`config.mk`:
```
export PLATFORM = sky130hd
export DESIGN_NAME = fifo_top
export DESIGN_NICKNAME = d
export VERILOG_FILES = /design/src/rtl/fifo_geom_pkg.sv /design/src/rtl/fifo_flag_pkg.sv /design/src/rtl/fifo_req_gate.sv /design/src/rtl/fifo_occupancy.sv /design/src/rtl/fifo_storage.sv /design/src/rtl/fifo_top.sv
export SDC_FILE = /design/constraint.sdc
export NUM_CORES = 1
export LEC_CHECK = 0
export BUFFER_PORTS_ARGS = -buffer_cell sky130_fd_sc_hd__buf_2
export CAP_MARGIN = 10
export CORE_ASPECT_RATIO = 1.1
export CORE_MARGIN = 3
export CORE_UTILIZATION = 25
export CTS_BUF_LIST = sky130_fd_sc_hd__clkbuf_16
export DETAILED_ROUTE_END_ITERATION = 16
export MAX_ROUTING_LAYER = met4
export RECOVER_POWER = 50
export SLEW_MARGIN = 20
export SYNTH_ARGS = -nofsm -noshare
export SYNTH_HDL_FRONTEND = slang
export SYNTH_SLANG_ARGS = --single-unit
```
`constraint.sdc`:
```
create_clock -name pos_clk -period 3.3 [get_ports pos_clk]
set_clock_uncertainty 0.15 [all_clocks]
set_input_delay 0.66 -clock pos_clk [delete_from_list [all_inputs] [get_ports pos_clk]]
set_output_delay 0.66 -clock pos_clk [all_outputs]
set_load 0.02 [all_outputs]
```
`src/rtl/fifo_geom_pkg.sv`:
```
// FIFO geometry: word width, depth and the address, count and data types

package fifo_geom_pkg;

   // --------------------
   // Sizes
   // --------------------
   localparam int DATA_W = 18;           // Bits per stored word
   localparam int DEPTH  = 8;            // Words in the array
   localparam int ADDR_W = 3;            // Enough to index DEPTH words

   // Count spans 0..DEPTH inclusive, so one bit above the address
   localparam int CNT_W  = ADDR_W + 1;

   // --------------------
   // Types
   // --------------------

   // One stored word
   typedef logic [DATA_W-1:0] data_t;

   // Memory address, wraps at DEPTH
   typedef logic [ADDR_W-1:0] addr_t;

   // Occupancy, 0 to DEPTH
   typedef logic [CNT_W-1:0]  count_t;

endpackage

```
`src/rtl/fifo_flag_pkg.sv`:
```
// FIFO status thresholds: almost-full, almost-empty and full occupancy levels

package fifo_flag_pkg;

   import fifo_geom_pkg::*;

   // --------------------
   // Almost flags
   // --------------------

   // Almost-full high at or above this occupancy
   localparam count_t AFULL_VAL  = count_t'(6);

   // Almost-empty high at or below this occupancy
   localparam count_t AEMPTY_VAL = count_t'(2);

   // --------------------
   // Hard limits
   // --------------------

   // Every slot in use
   localparam count_t FULL_LEVEL = count_t'(DEPTH);

endpackage

```
`src/rtl/fifo_req_gate.sv`:
```
// Request gate: qualifies write and read strobes and reports ack and error pulses
`timescale 1ns/1ns

module fifo_req_gate (
   input  logic pos_clk,
   input  logic aresetn,
   input  logic we_i,         // Write request from user
   input  logic re_i,         // Read request from user
   input  logic full_i,       // Registered full flag
   input  logic empty_i,      // Registered empty flag
   output logic wr_ok_o,      // Accepted write, same cycle
   output logic rd_ok_o,      // Accepted read, same cycle
   output logic wack_o,       // One cycle after accepted write
   output logic overflow_o,   // One cycle after write into full
   output logic underflow_o   // One cycle after read from empty
);

   // --------------------
   // Qualified strobes
   // --------------------

   // Flags are registered, so no loop through the gate
   assign wr_ok_o = we_i & ~full_i;
   assign rd_ok_o = re_i & ~empty_i;

   // Refused requests
   logic wr_refused;
   logic rd_refused;

   assign wr_refused = we_i & full_i;    // Write dropped, word lost
   assign rd_refused = re_i & empty_i;   // Read dropped, rdata untouched

   // --------------------
   // Pulses
   // --------------------
   always_ff @(posedge pos_clk or negedge aresetn) begin
      if (!aresetn) begin
         wack_o      <= 1'b0;
         overflow_o  <= 1'b0;
         underflow_o <= 1'b0;
      end else begin
         // Each pulse lasts exactly one cycle per request cycle
         wack_o      <= wr_ok_o;
         overflow_o  <= wr_refused;
         underflow_o <= rd_refused;
      end
   end

endmodule

```
`src/rtl/fifo_occupancy.sv`:
```
// Occupancy counter with registered full, almost-full, empty and almost-empty flags
`timescale 1ns/1ns

module fifo_occupancy
   import fifo_geom_pkg::*;
   import fifo_flag_pkg::*;
(
   input  logic   pos_clk,
   input  logic   aresetn,
   input  logic   wr_ok_i,    // Accepted write
   input  logic   rd_ok_i,    // Accepted read
   output count_t count_o,    // Words held
   output logic   full_o,
   output logic   afull_o,
   output logic   empty_o,
   output logic   aempty_o
);

   // --------------------
   // Counter
   // --------------------
   count_t cnt_q;   // Current occupancy
   count_t cnt_d;   // Occupancy after this edge

   // Next value
   // Write alone counts up, read alone counts down
   // Both or neither leave the level where it is
   always_comb begin
      unique case ({wr_ok_i, rd_ok_i})
         2'b10:   cnt_d = cnt_q + count_t'(1);   // Push only
         2'b01:   cnt_d = cnt_q - count_t'(1);   // Pop only
         default: cnt_d = cnt_q;                 // Idle or push+pop
      endcase
   end

   // Gate never lets an accepted write through at FULL_LEVEL,
   // nor an accepted read at zero, so no saturation is needed
   always_ff @(posedge pos_clk or negedge aresetn) begin
      if (!aresetn) begin
         cnt_q <= '0;
      end else begin
         cnt_q <= cnt_d;
      end
   end

   assign count_o = cnt_q;   // Straight from the register

   // --------------------
   // Status flags
   // --------------------

   // Compared against the next value, so each flag lands on the
   // same edge as the count and is never a cycle behind it
   logic full_d;
   logic afull_d;
   logic empty_d;
   logic aempty_d;

   assign full_d   = (cnt_d == FULL_LEVEL);   // All slots used
   assign afull_d  = (cnt_d >= AFULL_VAL);    // Nearing full
   assign empty_d  = (cnt_d == '0);           // Nothing stored
   assign aempty_d = (cnt_d <= AEMPTY_VAL);   // Nearly drained

   always_ff @(posedge pos_clk or negedge aresetn) begin
      if (!aresetn) begin
         // Empty FIFO after reset
         full_o   <= 1'b0;
         afull_o  <= 1'b0;
         empty_o  <= 1'b1;
         aempty_o <= 1'b1;
      end else begin
         full_o   <= full_d;
         afull_o  <= afull_d;
         empty_o  <= empty_d;
         aempty_o <= aempty_d;
      end
   end

   // Flag sequence while filling from empty:
   //   count 1 -> empty drops
   //   count 3 -> aempty drops
   //   count 6 -> afull rises
   //   count 8 -> full rises
   // Draining runs the same thresholds in reverse:
   //   count 7 -> full drops
   //   count 5 -> afull drops
   //   count 2 -> aempty rises
   //   count 0 -> empty rises

endmodule

```
`src/rtl/fifo_storage.sv`:
```
// FIFO storage: wrapping pointers, word array and registered read data with valid
`timescale 1ns/1ns

module fifo_storage
   import fifo_geom_pkg::*;
(
   input  logic  pos_clk,
   input  logic  aresetn,
   input  logic  wr_ok_i,    // Accepted write
   input  logic  rd_ok_i,    // Accepted read
   input  data_t wdata_i,    // Word to store
   output data_t rdata_o,    // Word read, held until next read
   output logic  dvld_o      // One cycle after accepted read
);

   // --------------------
   // Pointers
   // --------------------
   addr_t wr_ptr;   // Next slot to fill
   addr_t rd_ptr;   // Oldest stored word

   // DEPTH is a power of two, so the pointers wrap on their own
   always_ff @(posedge pos_clk or negedge aresetn) begin
      if (!aresetn) begin
         wr_ptr <= '0;
         rd_ptr <= '0;
      end else begin
         if (wr_ok_i) begin
            wr_ptr <= wr_ptr + addr_t'(1);
         end
         if (rd_ok_i) begin
            rd_ptr <= rd_ptr + addr_t'(1);
         end
      end
   end

   // --------------------
   // Array
   // --------------------
   data_t mem [DEPTH];

   // Pointers only meet when full or empty, and the gate refuses
   // the write or the read there, so no same-slot collision
   always_ff @(posedge pos_clk) begin
      if (wr_ok_i) begin
         mem[wr_ptr] <= wdata_i;
      end
   end

   // --------------------
   // Read port
   // --------------------

   // Data register, loads only on a read
   always_ff @(posedge pos_clk) begin
      if (rd_ok_i) begin
         rdata_o <= mem[rd_ptr];
      end
   end

   // Valid pulse lines up with the new data
   always_ff @(posedge pos_clk or negedge aresetn) begin
      if (!aresetn) begin
         dvld_o <= 1'b0;
      end else begin
         dvld_o <= rd_ok_i;
      end
   end

endmodule

```
`src/rtl/fifo_top.sv`:
```
// Synchronous FIFO top: request gate, occupancy and storage stages
`timescale 1ns/1ns

module fifo_top
   import fifo_geom_pkg::*;
(
   input  logic   pos_clk,
   input  logic   aresetn,
   input  logic   we_i,
   input  logic   re_i,
   input  data_t  wdata_i,
   output logic   full_o,
   output logic   afull_o,
   output logic   empty_o,
   output logic   aempty_o,
   output count_t count_o,
   output logic   wack_o,
   output logic   overflow_o,
   output logic   underflow_o,
   output logic   dvld_o,
   output data_t  rdata_o
);

   logic wr_ok;   // Gate to counter and array
   logic rd_ok;

   // --------------------
   // Request gate
   // --------------------
   fifo_req_gate u_gate (
      .pos_clk     (pos_clk),
      .aresetn     (aresetn),
      .we_i        (we_i),
      .re_i        (re_i),
      .full_i      (full_o),    // Fed back from occupancy
      .empty_i     (empty_o),
      .wr_ok_o     (wr_ok),
      .rd_ok_o     (rd_ok),
      .wack_o      (wack_o),
      .overflow_o  (overflow_o),
      .underflow_o (underflow_o)
   );

   // --------------------
   // Occupancy and flags
   // --------------------
   fifo_occupancy u_occ (
      .pos_clk  (pos_clk),
      .aresetn  (aresetn),
      .wr_ok_i  (wr_ok),
      .rd_ok_i  (rd_ok),
      .count_o  (count_o),
      .full_o   (full_o),
      .afull_o  (afull_o),
      .empty_o  (empty_o),
      .aempty_o (aempty_o)
   );

   // --------------------
   // Storage
   // --------------------
   fifo_storage u_mem (
      .pos_clk (pos_clk),
      .aresetn (aresetn),
      .wr_ok_i (wr_ok),
      .rd_ok_i (rd_ok),
      .wdata_i (wdata_i),
      .rdata_o (rdata_o),
      .dvld_o  (dvld_o)
   );

endmodule

```
==> results of run 1 <==
where the power goes:
| part | internal (mW) | leakage [nW] | total (mW) | switching, mW |
|---|---|---|---|---|
| combinational | 1.03 | 0.733 | 2.15 | 1.12 |
| sequential | 3.07 | 1.70 | 3.35 | 0.275 |
| clock | 0.997 | 0.276 | 1.90 | 0.907 |
| total | 5.09 | 2.71 | 7.40 | 2.30 |
cell families (layout without fill, tap and decap cells):
group | Yosys count | after routing | synth area share [%]
muxes | 55 | 55 | 15.0
and+or+nand+nor | 37 | 37 | 2.90
xor gates and xnor gates | 8 | 8 | 1.36
other | 0 | 2 | 0
DFF | 180 | 180 | 78.0
buffers and inverters | 14 | 105 | 0.954
AOI/OAI and AO/OA | 9 | 9 | 1.01
adders and majority gates | 4 | 4 | 0.734
stage by stage:
step | cells | utilization, % | instance area, µm²
CTS | 750 | 31.0 | 8200
finish | 752 | 30.8 | 8150
global placement | 718 | 28.9 | 7640
floorplan | 307 | - | 6820
global route | 752 | 30.8 | 8150
detailed placement | 718 | 28.9 | 7640
registers in the layout, summed over array words and instances (netlist names):
register,count
u_occ.afull_o,1
u_mem.rd_ptr,3
u_gate.wack_o,1
u_occ.empty_o,1
u_gate.underflow_o,1
u_mem.wr_ptr,3
u_mem.rdata_o,18
u_mem.dvld_o,1
u_gate.overflow_o,1
u_occ.full_o,1
u_occ.aempty_o,1
u_occ.count_o,4
u_mem.mem,144
cell type report:
type	count	share of cell area, %
Tap cell	352	5.40
Clock buffer	17	5.22
Sequential cell	180	65.2
Timing Repair Buffer	70	4.76
Clock inverter	15	1.64
Antenna cell	2	0.0614
Inverter	3	0.138
Multi-Input combinational cell	113	17.5
worst max-delay path by stage:
stage	start	to
6_report	u_mem.rd_ptr[0]	u_mem.rdata_o[13]
5_1_grt	u_mem.rd_ptr[0]	u_mem.rdata_o[13]
4_1_cts	u_occ.empty_o	u_occ.full_o
3_5_place_dp	we_i	u_occ.afull_o
3_3_place_gp	we_i	u_occ.afull_o
2_1_floorplan	we_i	u_mem.mem[0][0]
layer usage:
layer / up-vias / share of wire [%]
met3: 10 / 4.6
met2: 71 / 49
li1: 1414 / -
met5: - / 0
met1: 1623 / 45
met4: 0 / 1.1
cells in the final DEF, fill, tap and decap left out, types with 2 or more instances in the layout:
| cell type | count |
|---|---|
| buf_4 | 14 |
| mux2_2 | 19 |
| inv_6 | 4 |
| edfxtp_1 | 162 |
| inv_1 | 3 |
| dfrtp_1 | 16 |
| a21oi_1 | 2 |
| nand2_1 | 12 |
| clkbuf_16 | 17 |
| nand2b_1 | 5 |
| xnor2_1 | 4 |
| nor2_1 | 9 |
| nor3b_1 | 2 |
| nor3_1 | 2 |
| inv_8 | 5 |
| xor2_1 | 2 |
| nor3_2 | 2 |
| clkinv_4 | 3 |
| ha_1 | 4 |
| buf_2 | 32 |
| mux4_2 | 36 |
| clkbuf_1 | 22 |
| diode_2 | 2 |
| buf_12 | 2 |
==> results.json, run 1 <==
{
  "avgSynthCellArea_um2": 22.2,
  "syn_area_mm2": 0.00682,
  "chipHeight_um": 179,
  "grt_pass1_vias": 3369,
  "min_period_over_period_pct": 80.2,
  "finalWorstPathRequiredPeriod_ns": 2.65,
  "critPathArrivalTime_ns": 2.67,
  "drtIter0Drc": 345,
  "postCtsSetupBuffers": 0,
  "fin_ws_ns": 0.654,
  "yosysTopAreaCellShare_pct": 71.4,
  "r2r_start": "u_mem.rd_ptr[0]",
  "clk_pin_slew_worst_paths_ns": 0.07,
  "end_kind": "flop",
  "cts_buffers": 17,
  "netlist-cell-type-count": 34,
  "nFillCells": 2533,
  "ys_top_cells_by_count": "edfxtp_1 (162), mux4_2 (36), mux2_2 (19)",
  "vias": 3118,
  "setup_tns_ns": 0,
  "dr.pass1.iters": 5,
  "antenna_found_initial": 2,
  "crit_chain": "buf_12 -> mux4_2 -> mux2_2",
  "area_growth_pct": 19.6,
  "criticalPathCategory": "flop to flop",
  "status": "complete, no violations",
  "io_pins": 52,
  "power.total_mw": 7.40,
  "place.port_buffers": 51,
  "synthFlopType": "edfxtp_1",
  "worstPathMaxFanout": 22,
  "cts_root_buf": "clkbuf_16",
  "num_rows": 62,
  "nNetsFinal": 411,
  "synthCells": 307,
  "cp_top_family": "flip-flops",
  "hold_viol_final": 0,
  "grtUsageMet1_pct": 11.9,
  "max_cap_violations": 0,
  "seq_area_mm2": 0.00532,
  "route.detailed.drc": 0,
  "syn-num-nets": 333,
  "routed_wirelength_mm": 12.9,
  "postRouteAntennaNets": 0,
  "start_util_pct": 25.8,
  "yosysSeqAreaShare_pct": 78.0,
  "startpoint_type": "flop",
  "slew_violations": 0,
  "path_depth": 3,
  "drt-vias-per-instance": 4.15,
  "grt.overflow.total": 0,
  "cts_tree": "done",
  "rr_endpoint": "u_mem.rdata_o[13]",
  "grt_max_degree": 24,
  "track_usage_pct": 9.70,
  "yosysMostFrequentCell": "edfxtp_1",
  "grt_busiest_layer": "met2",
  "ctsResizeCount": 0,
  "fp.dieW_um": 163,
  "synth_area_leaders": "edfxtp_1 (71%), mux4_2 (12%), dfrtp_1 (5.9%)",
  "reg2reg_depth": 3,
  "hold_buffers": 0,
  "grt_pass1_wl_mm": 20.1,
  "max-clock-path-buffers": 2,
  "grt_use_met3_pct": 3.40,
  "p_leak_nw": 2.71,
  "relSlewSlack_pct": 3.50,
  "async_flop_share_pct": 10.0,
  "place.gp.congestion": 0.717,
  "synth_area_leader_cell": "edfxtp_1",
  "setup_violations": 0,
  "hpwlAfterDp_mm": 8.09,
  "peakVddDrop_v": 0.000495,
  "clkLatencyLatePin_ns": 0.42,
  "pre_cts_ws_ns": 0.664,
  "cts_sinks": 180,
  "use_met2_pct": 15.2,
  "ys_ff_latch": 180,
  "reg2reg_slack_ns": 0.65,
  "dieArea_mm2": 0.0293,
  "htreeDepth": 4,
  "multi_input_area_mm2": 0.00143,
  "max_stage_delay_ns": 1.10,
  "timing.fmax_ghz": 0.378,
  "worst_hold_slack_ns": 0.233,
  "min-delay-path-class": "input pin to async pin",
  "cp_slowest_cell": "dfrtp_1",
  "path_buf_inv": 1,
  "core_mm2": 0.0265,
  "yosysWarnings": 0,
  "synth-edff-count": 162,
  "rsz0062_at_grt": "no",
  "powerDensity_mw_per_mm2": 907,
  "required_ns": 3.32,
  "worst-slew-pin-transition_ns": 1.45,
  "drive_above_1_share_pct": 35.2,
  "wl_per_cell_um": 17.1
}
No activity file was read; power rests on OpenSTA's default activity.
==> inputs of run 2 (changes only) <==
- ABC_AREA: default -> 1
- clock period: 3.3 -> 2.45 ns (I/O delays scaled with it)
==> run 2 against run 1 <==
  * Fmax increased by 22%
  * Critical path type unchanged
  * Sequential cell count stayed put
  * First-iteration DRC count is 14% lower
  * Combinational power up 58%
  * Hold slack worse by 0.12 ns
  * Wire length is 10% higher
==> results.json, run 2 <==
{
  "min-delay-path-class": "input pin to flop",
  "area_growth_pct": 19.1,
  "core_mm2": 0.0272,
  "cp_slowest_cell": "dfrtp_1",
  "grt.overflow.total": 0,
  "powerDensity_mw_per_mm2": 1240,
  "postRouteAntennaNets": 0,
  "criticalPathCategory": "flop to flop",
  "timing.fmax_ghz": 0.462,
  "fp.dieW_um": 165,
  "final_cell_mix": "edfxtp_1 (162), nor2_1 (134), o21ai_0 (69)",
  "regMostFlops": "u_mem.mem",
  "cts_sinks": 180,
  "place.gp.congestion": 0.721,
  "fin_ws_ns": 0.286,
  "synthFlopType": "edfxtp_1",
  "num_rows": 63,
  "required_ns": 2.66,
  "place.port_buffers": 51,
  "cts_buffers": 17,
  "min_period_over_period_pct": 88.3,
  "grt_pass1_vias": 4107,
  "dp_cells": 931,
  "n_antenna_cell": 0,
  "yosysWarnings": 0,
  "routed_wirelength_mm": 14.2,
  "nNetsFinal": 620,
  "dr.pass1.iters": 4,
  "dieArea_mm2": 0.0299,
  "power.total_mw": 10.3,
  "slew_violations": 0,
  "yosysMostFrequentCell": "edfxtp_1",
  "max_cap_violations": 0,
  "stdcell_count": 964,
  "worstPathMaxFanout": 7,
  "drive_above_1_share_pct": 16.8,
  "hpwlAfterDp_mm": 8.72,
  "clkLatencyLatePin_ns": 0.42,
  "track_usage_pct": 10.2,
  "antenna_found_initial": 0,
  "relSlewSlack_pct": 26.3,
  "finalWorstPathRequiredPeriod_ns": 2.16,
  "synth_area_leaders": "edfxtp_1 (70%), nor2_1 (7.4%), dfrtp_1 (5.7%)",
  "max_stage_delay_ns": 0.38,
  "startpoint_type": "flop",
  "status": "complete, no violations",
  "grt_max_degree": 75,
  "htreeDepth": 4,
  "netlist-cell-type-count": 31,
  "avgSynthCellArea_um2": 13.2,
  "end_kind": "flop",
  "setup_tns_ns": 0,
  "async_flop_share_pct": 10.0,
  "critPathArrivalTime_ns": 2.37,
  "synthCells": 528,
  "final_common_cell": "edfxtp_1",
  "drt-vias-per-instance": 4.29,
  "drtIter0Drc": 298,
  "yosysSeqAreaShare_pct": 76.2,
  "max-clock-path-buffers": 2,
  "rsz0062_at_grt": "no",
  "start_util_pct": 25.7,
  "largest_reg_flops": 144,
  "synth_area_leader_cell": "edfxtp_1",
  "worst_hold_slack_ns": 0.116,
  "wl_per_cell_um": 14.8,
  "route.detailed.drc": 0,
  "grt_pass1_wl_mm": 22.4,
  "ys_top_cells_by_count": "edfxtp_1 (162), nor2_1 (138), o21ai_0 (69)",
  "io_pins": 52,
  "syn_area_mm2": 0.00698,
  "setup_violations": 0,
  "yosysTopAreaCellShare_pct": 69.7,
  "p_leak_nw": 2.87,
  "ys_ff_latch": 180,
  "chipHeight_um": 181,
  "crit_chain": "inv_1 -> nand2_1 -> nand2_4 -> nand2_1 -> nand2_1 -> inv_1 -> ha_1 -> a21oi_1 -> inv_1 -> nand2_2 -> nand2_2 -> o21ai_4 -> nand3_2 -> a21oi_2",
  "peakVddDrop_v": 0.000500,
  "cts_tree": "done",
  "design_area_mm2": 0.00831,
  "hold_viol_final": 0,
  "syn-num-nets": 554,
  "place_area_mm2": 0.00776,
  "vias": 4133,
  "worst-slew-pin-transition_ns": 1.11,
  "synth-edff-count": 162,
  "clk_pin_slew_worst_paths_ns": 0.07,
  "pre_cts_ws_ns": 0.210,
  "utilization_pct": 30.5,
  "cts_root_buf": "clkbuf_16"
}
-- run 2: worst max-delay path: cells and delay by family (launching register included) --
| kind | cells | cell delay [ns] |
|---|---|---|
| buf+inv | 3 | 0.20 |
| fa+ha+maj | 1 | 0.17 |
| flops | 1 | 0.38 |
| simple gates | 7 | 0.72 |
| compound gates | 3 | 0.48 |
-- run 2: logic make-up after synthesis --
| logic type | count (synthesis) | share of synthesized area (%) |
|---|---|---|
| AO/OA/AOI/OAI | 116 | 9.22 |
| XOR/XNOR | 5 | 0.628 |
| adder cells (fa/ha/maj) | 4 | 0.717 |
| buffers and inverters | 45 | 2.62 |
| flip-flops | 180 | 76.2 |
| AND/OR/NAND/NOR | 178 | 10.6 |
-- run 2: cell type report --
type | instances | area (µm²)
timing repair buffer | 72 | 410
clock buffer | 17 | 425
multi-input combinational | 303 | 1480
tap | 357 | 447
fill | 2698 | 18900
sequential | 180 | 5320
clock inverter | 15 | 146
inverter | 20 | 76.3
-- run 2: final timing paths --
path / start / endpoint / slack [ns] / depth (start not counted)
max: u_occ.full_o / u_occ.full_o / 0.29 / 14
min: we_i / u_gate.overflow_o / 0.12 / 3
max reg2reg: u_occ.full_o / u_occ.full_o / 0.29 / 14
min reg2reg: u_occ.full_o / u_gate.overflow_o / 0.33 / 2
max in group asynchronous: aresetn / u_mem.rd_ptr[0] / 0.76 / 2
min in group asynchronous: aresetn / u_gate.overflow_o / 0.64 / 2
-- run 2: power by group --
part           internal, mW  switching, mW
logic                  1.07           2.31
registers              4.13          0.206
clock network          1.43           1.18
-- run 2: timing repair --
item                                    CTS  global route
resized for setup                         0             0
hold endpoints to repair                 16             0
buffers inserted                          0             0
endpoints found under the setup margin    0             0
hold buffers                              1             0
-- run 2: layer usage --
metal	vias up	track usage, %	routed length (µm)
met5	-	-	0
met4	0	3.86	223
met3	17	2.68	606
met2	62	16.9	7490
met1	2030	11.7	5910
li1	2024	-	-
==> inputs of run 3 (changes only) <==
- ABC_AREA: 1 -> default
==> run 3 against run 2 <==
  * Sequential cell count unchanged
  * Clock power decreased by 3%
  * Wire length decreased by 10%
  * First-iteration DRC count decreased by 47%
  * Critical path depth decreased by 6
  * Final area decreased by 1.6%
  * Via count decreased by 26%
  * Utilization increased by 0.35 points
  * Power decreased by 3.7%
  * Clock-buffer cell count unchanged
  * Register-to-register slack got worse by 0.17 ns
  * Combinational power decreased by 10%
  * Largest cell class unchanged
  * Largest power group unchanged
  * Highest routed layer unchanged
==> results.json, run 3 (synthesis gave the netlist of run 1 again) <==
{
  "clk_pin_slew_worst_paths_ns": 0.07,
  "grt_pass1_vias": 3426,
  "n_antenna_cell": 0,
  "fp.dieW_um": 163,
  "cts_tree": "done",
  "p_leak_nw": 2.67,
  "io_pins": 52,
  "dr.pass1.iters": 4,
  "criticalPathCategory": "flop to flop",
  "hpwlAfterDp_mm": 7.39,
  "finalWorstPathRequiredPeriod_ns": 2.33,
  "reg2reg_slack_ns": 0.12,
  "wl_per_cell_um": 17.1,
  "powerDensity_mw_per_mm2": 1220,
  "relSlewSlack_pct": 35.3,
  "regMostFlops": "u_mem.mem",
  "fin_ws_ns": 0.120,
  "hp-start": "re_i",
  "r2r_start": "u_occ.empty_o",
  "grt_pass1_wl_mm": 19.9,
  "grt_max_degree": 39,
  "min_period_over_period_pct": 95.1,
  "nNetsFinal": 406,
  "htreeDepth": 4,
  "max_cap_violations": 0,
  "final_cell_mix": "edfxtp_1 (162), mux4_2 (36), buf_2 (27)",
  "status": "complete, no violations",
  "postCtsSetupBuffers": 0,
  "largest_reg_flops": 144,
  "antenna_found_initial": 0,
  "critPathArrivalTime_ns": 2.51,
  "drtIter0Drc": 158,
  "cp_slowest_cell": "dfstp_2",
  "area_growth_pct": 19.9,
  "crit_end": "u_occ.aempty_o",
  "slew_violations": 0,
  "grt.overflow.total": 0,
  "track_usage_pct": 9.52,
  "startpoint_type": "flop",
  "max-clock-path-buffers": 2,
  "rr_endpoint": "u_occ.aempty_o",
  "pre_cts_ws_ns": 0.0382,
  "final_common_cell": "edfxtp_1",
  "core_mm2": 0.0265,
  "cts_root_buf": "clkbuf_16",
  "clkLatencyLatePin_ns": 0.42,
  "worstPathMaxFanout": 8,
  "min-delay-path-class": "input pin to flop",
  "max_stage_delay_ns": 0.55,
  "cts_buffers": 17,
  "setup_violations": 0,
  "postRouteAntennaNets": 0,
  "drive_above_1_share_pct": 35.4,
  "reg2reg_depth": 8,
  "hold_viol_final": 0,
  "nFillCells": 2526,
  "drt-vias-per-instance": 4.13,
  "route.detailed.drc": 0,
  "start_util_pct": 25.8,
  "end_kind": "flop",
  "routed_wirelength_mm": 12.8,
  "setup_tns_ns": 0,
  "chipHeight_um": 179,
  "worst-slew-pin-transition_ns": 0.970,
  "dieArea_mm2": 0.0293,
  "timing.fmax_ghz": 0.429,
  "crit_start": "u_occ.empty_o",
  "peakVddDrop_v": 0.000691,
  "rsz0062_at_grt": "no",
  "crit_chain": "nand2b_4 -> inv_2 -> ha_4 -> and4b_1 -> o22ai_1 -> a221oi_2 -> xor2_2 -> a211oi_1",
  "num_rows": 62,
  "cts_sinks": 180,
  "required_ns": 2.63,
  "place.port_buffers": 51,
  "vias": 3078,
  "place.gp.congestion": 0.715
}
-- run 3: cell types whose count changed in the layout (fill, tap and decap cells not counted), sizes merged, moves of 17 or more --
cell / change
nand2: -17
a31oi: -18
mux2: +19
o21ai: -76
o22ai: -17
nor2: -131
mux4: +36
-- run 3: how the worst min path moves through the flow --
stage | to | slack [ns] | cells after the start
5_1_grt | u_gate.overflow_o | 0.17 | 2
3_3_place_gp | u_occ.afull_o | 0.28 | 1
2_1_floorplan | u_gate.overflow_o | 0.04 | 0
4_1_cts | u_mem.mem[0][12] | 0.16 | 1
3_5_place_dp | u_occ.count_o[3] | 0.30 | 1
6_report | u_gate.underflow_o | 0.18 | 2
-- run 3: final cells by class --
cell class / instances / area (µm²) / area share, %
sequential: 180 / 5320 / 65.1
clock buffer: 17 / 425 / 5.21
tap: 352 / 440 / 5.39
timing repair buffer: 65 / 393 / 4.81
multi-input combinational: 113 / 1460 / 17.9
inverter: 3 / 11.3 / 0.138
clock inverter: 15 / 121 / 1.48
-- run 3: routing by layer --
layer / track usage, % / part of all wire (%) / vias up
met2: 16.5 / 53 / 53
li1: - / - / 1392
met3: 2.77 / 4.1 / 15
met5: - / 0 / -
met4: 2.96 / 1.3 / 0
met1: 10.7 / 42 / 1618
-- run 3: repair_timing --
action / in CTS / in global routing
hold buffers: 1 / 0
setup endpoints to repair: 0 / 3
endpoints found under the hold margin: 16 / 0
gates resized for setup: 0 / 5
-- run 3: power breakdown --
part | switching [mW] | internal [mW] | total [mW] | leakage, nW
Clock | 1.19 | 1.33 | 2.52 | 0.262
Sequential | 0.241 | 4.14 | 4.38 | 1.70
Combinational | 1.63 | 1.42 | 3.05 | 0.715
-- run 3: worst max-delay path: cells and delay by family, from the launching register on --
family / cells / cell delay [ns]
DFF: 1 / 0.55
adders and majority gates: 1 / 0.17
and+or+nand+nor: 2 / 0.46
buffers and inverters: 1 / 0.06
xor gates and xnor gates: 1 / 0.16
AOI/OAI and AO/OA: 3 / 0.69
-- run 3: metrics by stage --
step	cell area [µm²]	power (mW)	hold WS (ns)	std cells	util (%)
finish	8170	9.95	0.182	745	30.9
global route	8170	10.5	0.173	745	30.9
CTS	8190	10.1	0.159	745	30.9
detailed placement	7630	7.57	0.296	712	28.8
global placement	7630	7.49	0.283	712	28.8
floorplan	6830	6.57	0.0444	307	-
